--- src/exec_pkg.sv ---
package exec_pkg;

    typedef logic [31:0] xlen_t;
    typedef logic [31:0] addr_t;
    typedef logic [31:0] instr_t;
    typedef logic [4:0]  reg_sel_t;
    typedef logic [3:0]  cause_t;

    localparam cause_t CAUSE_MISALIGNED = 4'd0;
    localparam cause_t CAUSE_ILLEGAL    = 4'd2;

    // Major opcodes of the RV32I subset handled here
    typedef enum logic [6:0] {
        OPC_OP     = 7'b0110011,
        OPC_OP_IMM = 7'b0010011,
        OPC_LUI    = 7'b0110111,
        OPC_AUIPC  = 7'b0010111,
        OPC_BRANCH = 7'b1100011,
        OPC_JAL    = 7'b1101111,
        OPC_JALR   = 7'b1100111
    } opcode_t;

    typedef enum logic [1:0] {
        UNIT_INT,
        UNIT_BRANCH,
        UNIT_NONE
    } unit_t;

    typedef enum logic [3:0] {
        ADD, SUB, AND, OR, XOR, SLT, SLTU, SLL, SRL, SRA, PASS_B
    } alu_op_t;

    typedef enum logic [2:0] {
        BEQ, BNE, BLT, BGE, BLTU, BGEU, JAL, JALR
    } br_op_t;

    typedef struct packed {
        instr_t instr;
        addr_t  pc;
        xlen_t  rs1_data;
        xlen_t  rs2_data;
    } in_pkt_t;

    typedef struct packed {
        unit_t    unit;
        alu_op_t  alu_op;
        br_op_t   br_op;
        addr_t    pc;
        reg_sel_t rd;
        logic     wr_en;
        xlen_t    operand_a;
        xlen_t    operand_b;
        xlen_t    rs1_value;
        xlen_t    rs2_value;
        xlen_t    imm;
        logic     illegal;
    } uop_t;

    typedef struct packed {
        xlen_t result;
        logic  taken;
        addr_t target;
        logic  misaligned;
    } unit_out_t;

    typedef struct packed {
        addr_t    pc;
        reg_sel_t rd;
        logic     wr_en;
        xlen_t    result;
        logic     exception;
        cause_t   cause;
        logic     redirect;
        addr_t    redirect_pc;
    } res_pkt_t;

endpackage

--- src/exec_decode.sv ---
module exec_decode (
    input  logic              clk,
    input  logic              rst,
    input  logic              in_valid,
    output logic              in_ready,
    input  exec_pkg::in_pkt_t in_pkt,
    output logic              dec_valid,
    input  logic              dec_ready,
    output exec_pkg::uop_t    uop,
    input  logic              fwd_valid,
    input  exec_pkg::reg_sel_t fwd_rd,
    input  exec_pkg::xlen_t   fwd_data,
    input  logic              redirect_fire
);
    import exec_pkg::*;

    typedef enum logic {
        KILL_IDLE,
        KILL_PENDING
    } kill_state_t;

    kill_state_t kill_state;
    opcode_t     opcode;
    logic [2:0]  funct3;
    logic [6:0]  funct7;
    reg_sel_t    rd, rs1, rs2;
    xlen_t       i_imm, b_imm, u_imm, j_imm;
    uop_t        dec_d, dec_q;
    reg_sel_t    rs1_q, rs2_q;
    logic        a_pc_d, a_pc_q, b_imm_d, b_imm_q;
    logic        writes, illegal, accept;
    xlen_t       rs1_fwd, rs2_fwd;

    function automatic alu_op_t alu_from_funct3(input logic [2:0] f3);
        case (f3)
            3'b000:  return ADD;
            3'b001:  return SLL;
            3'b010:  return SLT;
            3'b011:  return SLTU;
            3'b100:  return XOR;
            3'b101:  return SRL;
            3'b110:  return OR;
            default: return AND;
        endcase
    endfunction

    assign opcode = opcode_t'(in_pkt.instr[6:0]);
    assign funct3 = in_pkt.instr[14:12];
    assign funct7 = in_pkt.instr[31:25];
    assign rd     = in_pkt.instr[11:7];
    assign rs1    = in_pkt.instr[19:15];
    assign rs2    = in_pkt.instr[24:20];

    assign i_imm = {{20{in_pkt.instr[31]}}, in_pkt.instr[31:20]};
    assign b_imm = {{19{in_pkt.instr[31]}}, in_pkt.instr[31], in_pkt.instr[7],
                    in_pkt.instr[30:25], in_pkt.instr[11:8], 1'b0};
    assign u_imm = {in_pkt.instr[31:12], 12'b0};
    assign j_imm = {{11{in_pkt.instr[31]}}, in_pkt.instr[31], in_pkt.instr[19:12],
                    in_pkt.instr[20], in_pkt.instr[30:21], 1'b0};

    always_comb begin
        dec_d           = '0;
        dec_d.unit      = UNIT_INT;
        dec_d.alu_op    = ADD;
        dec_d.br_op     = BEQ;
        dec_d.pc        = in_pkt.pc;
        dec_d.rd        = rd;
        dec_d.rs1_value = in_pkt.rs1_data;
        dec_d.rs2_value = in_pkt.rs2_data;
        a_pc_d  = 1'b0;
        b_imm_d = 1'b0;
        writes  = 1'b1;
        illegal = 1'b0;
        case (opcode)
            OPC_OP: begin
                if (funct7 == 7'b0000000) begin
                    dec_d.alu_op = alu_from_funct3(funct3);
                end else if (funct7 == 7'b0100000 && funct3 == 3'b000) begin
                    dec_d.alu_op = SUB;
                end else if (funct7 == 7'b0100000 && funct3 == 3'b101) begin
                    dec_d.alu_op = SRA;
                end else begin
                    illegal = 1'b1;
                end
            end
            OPC_OP_IMM: begin
                dec_d.alu_op = alu_from_funct3(funct3);
                dec_d.imm    = i_imm;
                b_imm_d      = 1'b1;
                // Shift amounts sit in the low immediate bits and funct7 must be clean
                if (funct3 == 3'b101 && funct7 == 7'b0100000) begin
                    dec_d.alu_op = SRA;
                end else if ((funct3 == 3'b001 || funct3 == 3'b101) && funct7 != 7'b0) begin
                    illegal = 1'b1;
                end
            end
            OPC_LUI: begin
                dec_d.alu_op = PASS_B;
                dec_d.imm    = u_imm;
                b_imm_d      = 1'b1;
            end
            OPC_AUIPC: begin
                dec_d.imm = u_imm;
                a_pc_d    = 1'b1;
                b_imm_d   = 1'b1;
            end
            OPC_BRANCH: begin
                dec_d.unit = UNIT_BRANCH;
                dec_d.imm  = b_imm;
                writes     = 1'b0;
                case (funct3)
                    3'b000:  dec_d.br_op = BEQ;
                    3'b001:  dec_d.br_op = BNE;
                    3'b100:  dec_d.br_op = BLT;
                    3'b101:  dec_d.br_op = BGE;
                    3'b110:  dec_d.br_op = BLTU;
                    3'b111:  dec_d.br_op = BGEU;
                    default: illegal = 1'b1;
                endcase
            end
            OPC_JAL: begin
                dec_d.unit  = UNIT_BRANCH;
                dec_d.br_op = JAL;
                dec_d.imm   = j_imm;
            end
            OPC_JALR: begin
                dec_d.unit  = UNIT_BRANCH;
                dec_d.br_op = JALR;
                dec_d.imm   = i_imm;
                illegal     = funct3 != 3'b000;
            end
            default: illegal = 1'b1;
        endcase
        if (illegal) begin
            dec_d.unit = UNIT_NONE;
        end
        dec_d.illegal = illegal;
        dec_d.wr_en   = writes && !illegal && rd != '0;
    end

    assign in_ready = !dec_valid || dec_ready;
    assign accept   = in_valid && in_ready;

    always_ff @(posedge clk) begin
        if (rst) begin
            dec_valid  <= 1'b0;
            kill_state <= KILL_IDLE;
        end else begin
            // The instruction right after a redirect is on the wrong path
            if (accept) begin
                dec_valid <= !redirect_fire && kill_state == KILL_IDLE;
            end else if (dec_ready) begin
                dec_valid <= 1'b0;
            end
            if (accept && kill_state == KILL_PENDING) begin
                kill_state <= KILL_IDLE;
            end else if (redirect_fire && !accept) begin
                kill_state <= KILL_PENDING;
            end
        end
    end

    always_ff @(posedge clk) begin
        if (accept) begin
            dec_q   <= dec_d;
            rs1_q   <= rs1;
            rs2_q   <= rs2;
            a_pc_q  <= a_pc_d;
            b_imm_q <= b_imm_d;
        end
    end

    // Forwarding works on the registered operands, so the record ahead is already in the
    // forwarding register when this one is presented to the units
    always_comb begin
        rs1_fwd = (fwd_valid && fwd_rd == rs1_q) ? fwd_data : dec_q.rs1_value;
        rs2_fwd = (fwd_valid && fwd_rd == rs2_q) ? fwd_data : dec_q.rs2_value;
        uop           = dec_q;
        uop.rs1_value = rs1_fwd;
        uop.rs2_value = rs2_fwd;
        uop.operand_a = a_pc_q ? dec_q.pc : rs1_fwd;
        uop.operand_b = b_imm_q ? dec_q.imm : rs2_fwd;
    end

endmodule

--- src/exec_int.sv ---
module exec_int (
    input  exec_pkg::uop_t      uop,
    output exec_pkg::unit_out_t int_out
);
    import exec_pkg::*;

    xlen_t      a, b;
    logic [4:0] shamt;
    xlen_t      result;

    assign a     = uop.operand_a;
    assign b     = uop.operand_b;
    assign shamt = b[4:0];

    always_comb begin
        case (uop.alu_op)
            ADD: begin
                result = a + b;
            end
            SUB: begin
                result = a - b;
            end
            AND: begin
                result = a & b;
            end
            OR: begin
                result = a | b;
            end
            XOR: begin
                result = a ^ b;
            end
            SLT: begin
                result = {31'b0, $signed(a) < $signed(b)};
            end
            SLTU: begin
                result = {31'b0, a < b};
            end
            SLL: begin
                result = a << shamt;
            end
            SRL: begin
                result = a >> shamt;
            end
            SRA: begin
                result = xlen_t'($signed(a) >>> shamt);
            end
            default: begin
                // LUI passes its U immediate straight through
                result = b;
            end
        endcase
    end

    always_comb begin
        int_out            = '0;
        int_out.result     = result;
        int_out.taken      = 1'b0;
        int_out.target     = '0;
        int_out.misaligned = 1'b0;
    end

endmodule

--- src/exec_branch.sv ---
module exec_branch (
    input  exec_pkg::uop_t      uop,
    output exec_pkg::unit_out_t br_out
);
    import exec_pkg::*;

    xlen_t rs1, rs2;
    logic  eq, lt, ltu;
    logic  taken;
    addr_t target;
    addr_t link;

    assign rs1 = uop.rs1_value;
    assign rs2 = uop.rs2_value;
    assign eq  = rs1 == rs2;
    assign lt  = $signed(rs1) < $signed(rs2);
    assign ltu = rs1 < rs2;

    always_comb begin
        case (uop.br_op)
            BEQ:     taken = eq;
            BNE:     taken = !eq;
            BLT:     taken = lt;
            BGE:     taken = !lt;
            BLTU:    taken = ltu;
            BGEU:    taken = !ltu;
            default: taken = 1'b1;
        endcase
    end

    always_comb begin
        if (uop.br_op == JALR) begin
            target = (rs1 + uop.imm) & ~addr_t'(1);
        end else begin
            target = uop.pc + uop.imm;
        end
    end

    assign link = uop.pc + addr_t'(4);

    // Only a taken target can fault and without compressed instructions its bit 1 must be clear
    always_comb begin
        br_out            = '0;
        br_out.result     = link;
        br_out.taken      = taken;
        br_out.target     = target;
        br_out.misaligned = taken && target[1];
    end

endmodule

--- src/exec_result.sv ---
module exec_result #(
    parameter exec_pkg::addr_t TRAP_VECTOR = 32'h0000_0100
) (
    input  logic                clk,
    input  logic                rst,
    input  logic                dec_valid,
    output logic                dec_ready,
    input  exec_pkg::uop_t      uop,
    input  exec_pkg::unit_out_t int_out,
    input  exec_pkg::unit_out_t br_out,
    output logic                out_valid,
    input  logic                out_ready,
    output exec_pkg::res_pkt_t  out_pkt,
    output logic                fwd_valid,
    output exec_pkg::reg_sel_t  fwd_rd,
    output exec_pkg::xlen_t     fwd_data,
    output logic                redirect_fire
);
    import exec_pkg::*;

    unit_out_t sel;
    res_pkt_t  rec;
    logic      move;
    logic      exc;

    assign sel = (uop.unit == UNIT_BRANCH) ? br_out : int_out;

    // An illegal instruction takes priority because it never reaches a unit
    assign exc = uop.illegal || sel.misaligned;

    always_comb begin
        rec           = '0;
        rec.pc        = uop.pc;
        rec.rd        = uop.rd;
        rec.wr_en     = uop.wr_en && !exc;
        rec.result    = uop.illegal ? '0 : sel.result;
        rec.exception = exc;
        if (uop.illegal) begin
            rec.cause = CAUSE_ILLEGAL;
        end else if (sel.misaligned) begin
            rec.cause = CAUSE_MISALIGNED;
        end
        if (exc) begin
            rec.redirect    = 1'b1;
            rec.redirect_pc = TRAP_VECTOR;
        end else if (sel.taken) begin
            // Prediction is static not-taken so every taken transfer is a mispredict
            rec.redirect    = 1'b1;
            rec.redirect_pc = sel.target;
        end
    end

    assign dec_ready     = !out_valid || out_ready;
    assign move          = dec_valid && dec_ready;
    assign redirect_fire = move && rec.redirect;

    always_ff @(posedge clk) begin
        if (rst) begin
            out_valid <= 1'b0;
        end else if (dec_ready) begin
            out_valid <= dec_valid;
        end
    end

    always_ff @(posedge clk) begin
        if (move) begin
            out_pkt <= rec;
        end
    end

    always_ff @(posedge clk) begin
        if (rst) begin
            fwd_valid <= 1'b0;
        end else if (move && rec.wr_en) begin
            fwd_valid <= 1'b1;
        end
    end

    always_ff @(posedge clk) begin
        if (move && rec.wr_en) begin
            fwd_rd   <= rec.rd;
            fwd_data <= rec.result;
        end
    end

endmodule

--- src/exec_stage.sv ---
module exec_stage #(
    parameter exec_pkg::addr_t TRAP_VECTOR = 32'h0000_0100
) (
    input  logic               clk,
    input  logic               rst,
    input  logic               in_valid,
    output logic               in_ready,
    input  exec_pkg::in_pkt_t  in_pkt,
    output logic               out_valid,
    input  logic               out_ready,
    output exec_pkg::res_pkt_t out_pkt
);
    import exec_pkg::*;

    logic      dec_valid, dec_ready;
    uop_t      uop;
    unit_out_t int_out, br_out;
    logic      fwd_valid;
    reg_sel_t  fwd_rd;
    xlen_t     fwd_data;
    logic      redirect_fire;

    exec_decode u_decode (
        .clk, .rst,
        .in_valid, .in_ready, .in_pkt,
        .dec_valid, .dec_ready, .uop,
        .fwd_valid, .fwd_rd, .fwd_data,
        .redirect_fire
    );

    exec_int u_int (.uop, .int_out);

    exec_branch u_branch (.uop, .br_out);

    exec_result #(
        .TRAP_VECTOR(TRAP_VECTOR)
    ) u_result (
        .clk, .rst,
        .dec_valid, .dec_ready, .uop,
        .int_out, .br_out,
        .out_valid, .out_ready, .out_pkt,
        .fwd_valid, .fwd_rd, .fwd_data,
        .redirect_fire
    );

endmodule

--- config.mk ---
export PLATFORM = sky130hd
export DESIGN_NAME = exec_stage
export DESIGN_NICKNAME = d
export VERILOG_FILES = /design/src/exec_pkg.sv /design/src/exec_decode.sv /design/src/exec_int.sv /design/src/exec_branch.sv /design/src/exec_result.sv /design/src/exec_stage.sv
export SDC_FILE = /design/constraint.sdc
export NUM_CORES = 1
export LEC_CHECK = 0
export BUFFER_PORTS_ARGS = -buffer_cell sky130_fd_sc_hd__buf_2
export CAP_MARGIN = 10
export CORE_UTILIZATION = 32
export CTS_CLUSTER_SIZE = 24
export DETAILED_ROUTE_END_ITERATION = 7
export GPL_ROUTABILITY_DRIVEN = 0
export PLACE_DENSITY = 0.53
export SLEW_MARGIN = 30
export SYNTH_ARGS = -nofsm -noshare
export SYNTH_HDL_FRONTEND = slang
export SYNTH_SLANG_ARGS = --single-unit
export TNS_END_PERCENT = 100
--- constraint.sdc ---
create_clock -name clk -period 19.9 [get_ports clk]
set_input_delay 3.98 -clock clk [delete_from_list [all_inputs] [get_ports clk]]
set_output_delay 3.98 -clock clk [all_outputs]
set_load 0.05 [all_outputs]
### Word level (Yosys, flattened, before mapping)

Cells that the tools add are included.
W data, S select, Z words.

* $add $sub $neg: 5
* order comparisons: 4
* equality and inequality tests: 34
* shift operators: 3
* mux-type cells: 34
* bitwise logic cells: 6
* reductions and logical operators: 46

Operators with widths (count)
* $pmux W32 S10: 1
* $mux W32: 6
* $lt A32 B32 Y1: 4
* $pmux W32 S4: 1
* $add A32 B32 Y32: 3
* $mux W33: 2
* $mux W66: 1
* $add A32 B3 Y32 const B: 1
* $and A32 B32 Y32: 1
* $eq A32 B32 Y1: 1
* $or A32 B32 Y32: 1
* $shl A32 B5 Y32: 1
* $shr A32 B5 Y32: 1
* $sshr A32 B5 Y32: 1
* $sub A32 B32 Y32: 1
* $xor A32 B32 Y32: 1
* $pmux W4 S7: 1
* $eq A3 B3 Y1 const B: 7
* $eq A7 B6 Y1 const B: 3
* $eq A7 B7 Y1 const B: 3
* $eq A4 B3 Y1 const B: 4
* $logic_and A1 B1 Y1: 16
* $mux W4: 4
* $pmux W3 S5: 1
* other kinds (28): 66

* flip-flop bits (word level): 305
* input port bits: 132
* output and inout port bits: 110
* logic and storage cells: 162

### Longest topological paths before layout

* depth in word-level cells: 14
* gate-level depth with buffers: 21
* mapped depth without buffers: 18

### By module

From an unflattened synthesis, not the netlist that was laid out.

* cell total of the unflattened synthesis: 3168
* area, all modules: 27737.9 um^2

By module, submodules not included
* exec_int: instances 1, cells each 1371, area an instance 9365.2 um^2, sequential area each 0.0 um^2
* exec_decode: instances 1, cells each 751, area an instance 7913.8 um^2, sequential area each 4724.5 um^2
* exec_result: instances 1, cells each 347, area an instance 5606.6 um^2, sequential area each 4304.1 um^2
* exec_branch: instances 1, cells each 699, area an instance 4852.2 um^2, sequential area each 0.0 um^2

### Worst setup path after synthesis

No wires, ideal clock.

* path type: in2reg
* start point: input port out_ready
* end point: register u_result.fwd_data[0], enable pin
* library setup time: 0.432 ns
* data arrival time: 10.692 ns
* path slack: 8.775 ns
* cell stages on the path: 4
* buffers on the path: 0
* path through: nor2b_1 > nor2b_1 > nand2_1 > nor2_1

* word-level cells in the longest chain between the ends: 3

RTL lines
* from (decl): RTL line exec_stage.sv:10 `input logic out_ready,`
* $logic_or A1 B1 Y1: RTL line exec_result.sv:53 `assign dec_ready = !out_valid || out_ready;`
* $logic_and A1 B1 Y1: RTL line exec_result.sv:54 `assign move = dec_valid && dec_ready;`
* named net u_result.move: RTL line exec_result.sv:23 `logic move;`
* $logic_and A1 B1 Y1: RTL line exec_result.sv:80 `if (move && rec.wr_en) begin`
* to (signal assigned): RTL line exec_result.sv:82 `fwd_data <= rec.result;`
* to (decl): RTL line exec_result.sv:16 `output exec_pkg::xlen_t fwd_data,`

The timed path passes the listed nets, and every way through them passes these cells.
A chain may end at the register's enable or synchronous reset.

### Final worst setup path

* start point: input port out_ready
* end point: output port in_ready

* word-level cells in the longest chain between the ends: 2

RTL lines
* $logic_or A1 B1 Y1: RTL line exec_result.sv:53
* $logic_or A1 B1 Y1: RTL line exec_decode.sv:141 `assign in_ready = !dec_valid || dec_ready;`
* to (decl): RTL line exec_stage.sv:7 `output logic in_ready,`

No other way between the ends.

==> results by group <==
Run status
  – Status: complete, no violations

Cells and area
  – Layout Cells excl Fill: just over 4000
  – Layout cells sized above 1: 0.1439
  – Nets: 3302
  – Fill cell count: 8295
  – Area Growth Syn to Fin: 12.21%
  – Seq. cell area: 9029 um2
  – Leading cell type in the layout, fill and taps excluded: edfxtp_1
  – Multi-input logic area: 15830 um2
  – Most frequent cells in the layout: 298 x edfxtp_1, 239 x buf_2, 214 x a21oi_1

Pwr
  – Clock group share of total power: 0.284
  – Combinational power share: 0.331
  – Worst vdd ir: 0.06036 mV
  – Sw frac: 0.3685
  – Leakage: 0.01183 uW
  – PD cells: 67.90 nW/um2
  – Internal power: 1255 uW
  – Seq pwr share: 0.385
  – P_sw: 732.5 uW

Clock tree
  – Hold Buf Count CTS: 0
  – Reg clk slew, reported paths: 70 ps
  – CTS tree: built
  – Clk Tree Root Cell: clkbuf_16
  – CTS max path bufs: 3
  – Clock Sink Count: 302
  – Num CTS Buffers: 29
  – H-tree depth: 1
  – Post_cts resized: 0
  – Skew-Pair Late Insertion Delay: 600 ps
  – Number of post-CTS setup repair buffers: 0

Worst hold path
  – Hold/Removal Path Class: flip-flop to flip-flop
  – WHS Path Cells: 1

Place
  – Placed cells: 4004
  – Final HPWL DP: 84600 um
  – Dpl ws: 11170 ps
  – # port buffers: 238

Worst setup path
  – Critical path class: input pin to output pin
  – Critical Path RT: between 15000 and 20000 ps
  – CP Launch Type: input pin
  – CP endpoint kind: output pin
  – R2R Setup Slk: about 13000 ps
  – Cells on worst reg2reg path: 18
  – Arrival @ worst endpoint: 4760 ps
  – Crit-path max FO: 3

Route
  – DR pass1 iterations: 7
  – Post-route ant nets: 0
  – Routed WL: 109400 um
  – Initial DRC count: between 3000 and 4000
  – Drt wl/cell: 26.98 um
  – Via/cell ratio: 6.100
  – Residual DRC count: 0
  – Via count: around 25000

Logic synthesis
  – Synthesized area: 26090 um2
  – Async set-reset flop share out of synthesis: 0
  – Mean post-synth cell area: 9.305 um2
  – Post-synthesis cell count: 2804
  – FF+latch count, synth: 302
  – Seq/Total Area, Yosys: 0.3460
  – Post-synth EDFFs: 298
  – Yosys Warn Count: 0
  – Post-synth cell types: just under 100
  – Synth Flop Type: edfxtp_1

Timing
  – RSZ-0062 raised after global routing: false
  – Crit path time final: 8735 ps
  – Worst slew margin: 0.3325
  – Final setup vio count: 0
  – Post-layout worst setup margin: about 11000 ps
  – Max Slew Vio Count: 0
  – Part of the cycle the worst path needs: 0.4390
  – Clk_skew: ~47 ps
  – Setup TNS Final: 0 ps
  – Peak Freq: 0.1145 GHz
  – Final Hold Vio Count: 0
  – Worst Tran Pin Value: 976.1 ps

Die
  – Die X-Extent: approximately 290 um
  – Die area: 82690 um2
  – CORE AREA: 80550 um2
  – Initial Util: 0.3239
  – Die height: 287.6 um
  – Num ports: 242
  – FP Rows: 104

GRT
  – Vias in the first global route: 22700
  – Initial antenna violation count: 6
  – Largest net degree at the start of global routing: 76
  – Gr usage total: 0.2549
  – First-pass GRT wire length: 156700 um
  – Total gr overflow: 0

Run
  – Max cap viols: 0
## per-stage QoR
stage | cell area (um2) | hold WS [ps] | power (uW) | util
detailed placement | 28340 | 443.0 | 1408 | 0.3518
finish | 29280 | 458.2 | 1988 | 0.3635
global route | 29280 | 463.1 | 2058 | 0.3635
floorplan | 26100 | 421.5 | 1207 | -
global placement | 28320 | 441.5 | 1408 | 0.3515
CTS | 29260 | 461.5 | 1973 | 0.3632
## worst max-delay path: stages
cell and delay, ps:
buf_2 100, nor2b_1 280, nand2_1 160, buf_2 240
## sequential cells by signal, indices dropped and copies added (netlist names)
register,flops
u_decode.rs1_q,5
u_decode.b_imm_q,1
u_result.fwd_valid,1
u_result.out_valid,1
u_decode.rs2_q,5
u_decode.kill_state,1
u_decode.dec_valid,1
u_decode.a_pc_q,1
u_decode.dec_q,64
u_result.out_pkt,105
u_result.fwd_rd,5
u_result.fwd_data,32
u_decode.uop,80
## Yosys cell counts (45+ instances only)
master / number / share of area
nand2_1: 200 / 0.029
ha_1: 191 / 0.092
nand3_1: 75 / 0.014
o22ai_1: 64 / 0.015
a21oi_1: 214 / 0.041
inv_1: 144 / 0.021
o21ai_0: 128 / 0.025
nand2b_1: 50 / 0.012
xnor2_1: 69 / 0.023
mux2i_1: 205 / 0.079
a21o_1: 66 / 0.019
a211oi_1: 48 / 0.014
nor2_1: 182 / 0.026
o211ai_1: 45 / 0.013
edfxtp_1: 298 / 0.34
clkbuf_1: 82 / 0.012
## power groups by stage
stage | Clock (uW) | Combinational [uW] | Sequential, uW
detailed placement | 0 | 631 | 777
finish | 566 | 657 | 765
global route | 595 | 697 | 766
CTS | 574 | 634 | 764
global placement | 0 | 630 | 778
floorplan | 0 | 415 | 792
## routing by layer
| layer | track usage | vias up | routed length (um) | share of wire |
|---|---|---|---|---|
| li1 | - | 11070 | - | - |
| met1 | 0.3553 | 11970 | 46840 | 0.43 |
| met2 | 0.3755 | 1436 | 45890 | 0.42 |
| met3 | 0.07005 | 264 | 12510 | 0.11 |
| met4 | 0.08657 | 6 | 4135 | 0.038 |
| met5 | 0 | - | 41 | 0.00037 |
## cells by family after synthesis
family	Yosys count	share of synthesized area
AOI/OAI and AO/OA	921	0.2395
xor gates and xnor gates	108	0.03625
adders and majority gates	195	0.09466
buffers and inverters	308	0.05026
DFF	302	0.3460
muxes	246	0.09739
other	1	0.0001437
and+or+nand+nor	723	0.1358
## cell type report
cell class	count	area share
antenna	1	0.00008547
clock buffer	34	0.02543
clock inverter	17	0.005940
inverter	154	0.01983
multi-input combinational	2197	0.5407
sequential	302	0.3084
tap	1060	0.04530
timing repair buffer	291	0.05432
## final timing paths
check                                         start                    end
worst min-delay path            u_decode.kill_state    u_decode.kill_state
worst max register to register   u_result.fwd_valid  u_result.fwd_data[18]
worst max-delay path                      out_ready               in_ready
worst min register to register  u_decode.kill_state    u_decode.kill_state
(Power assumes the default switching activity.)
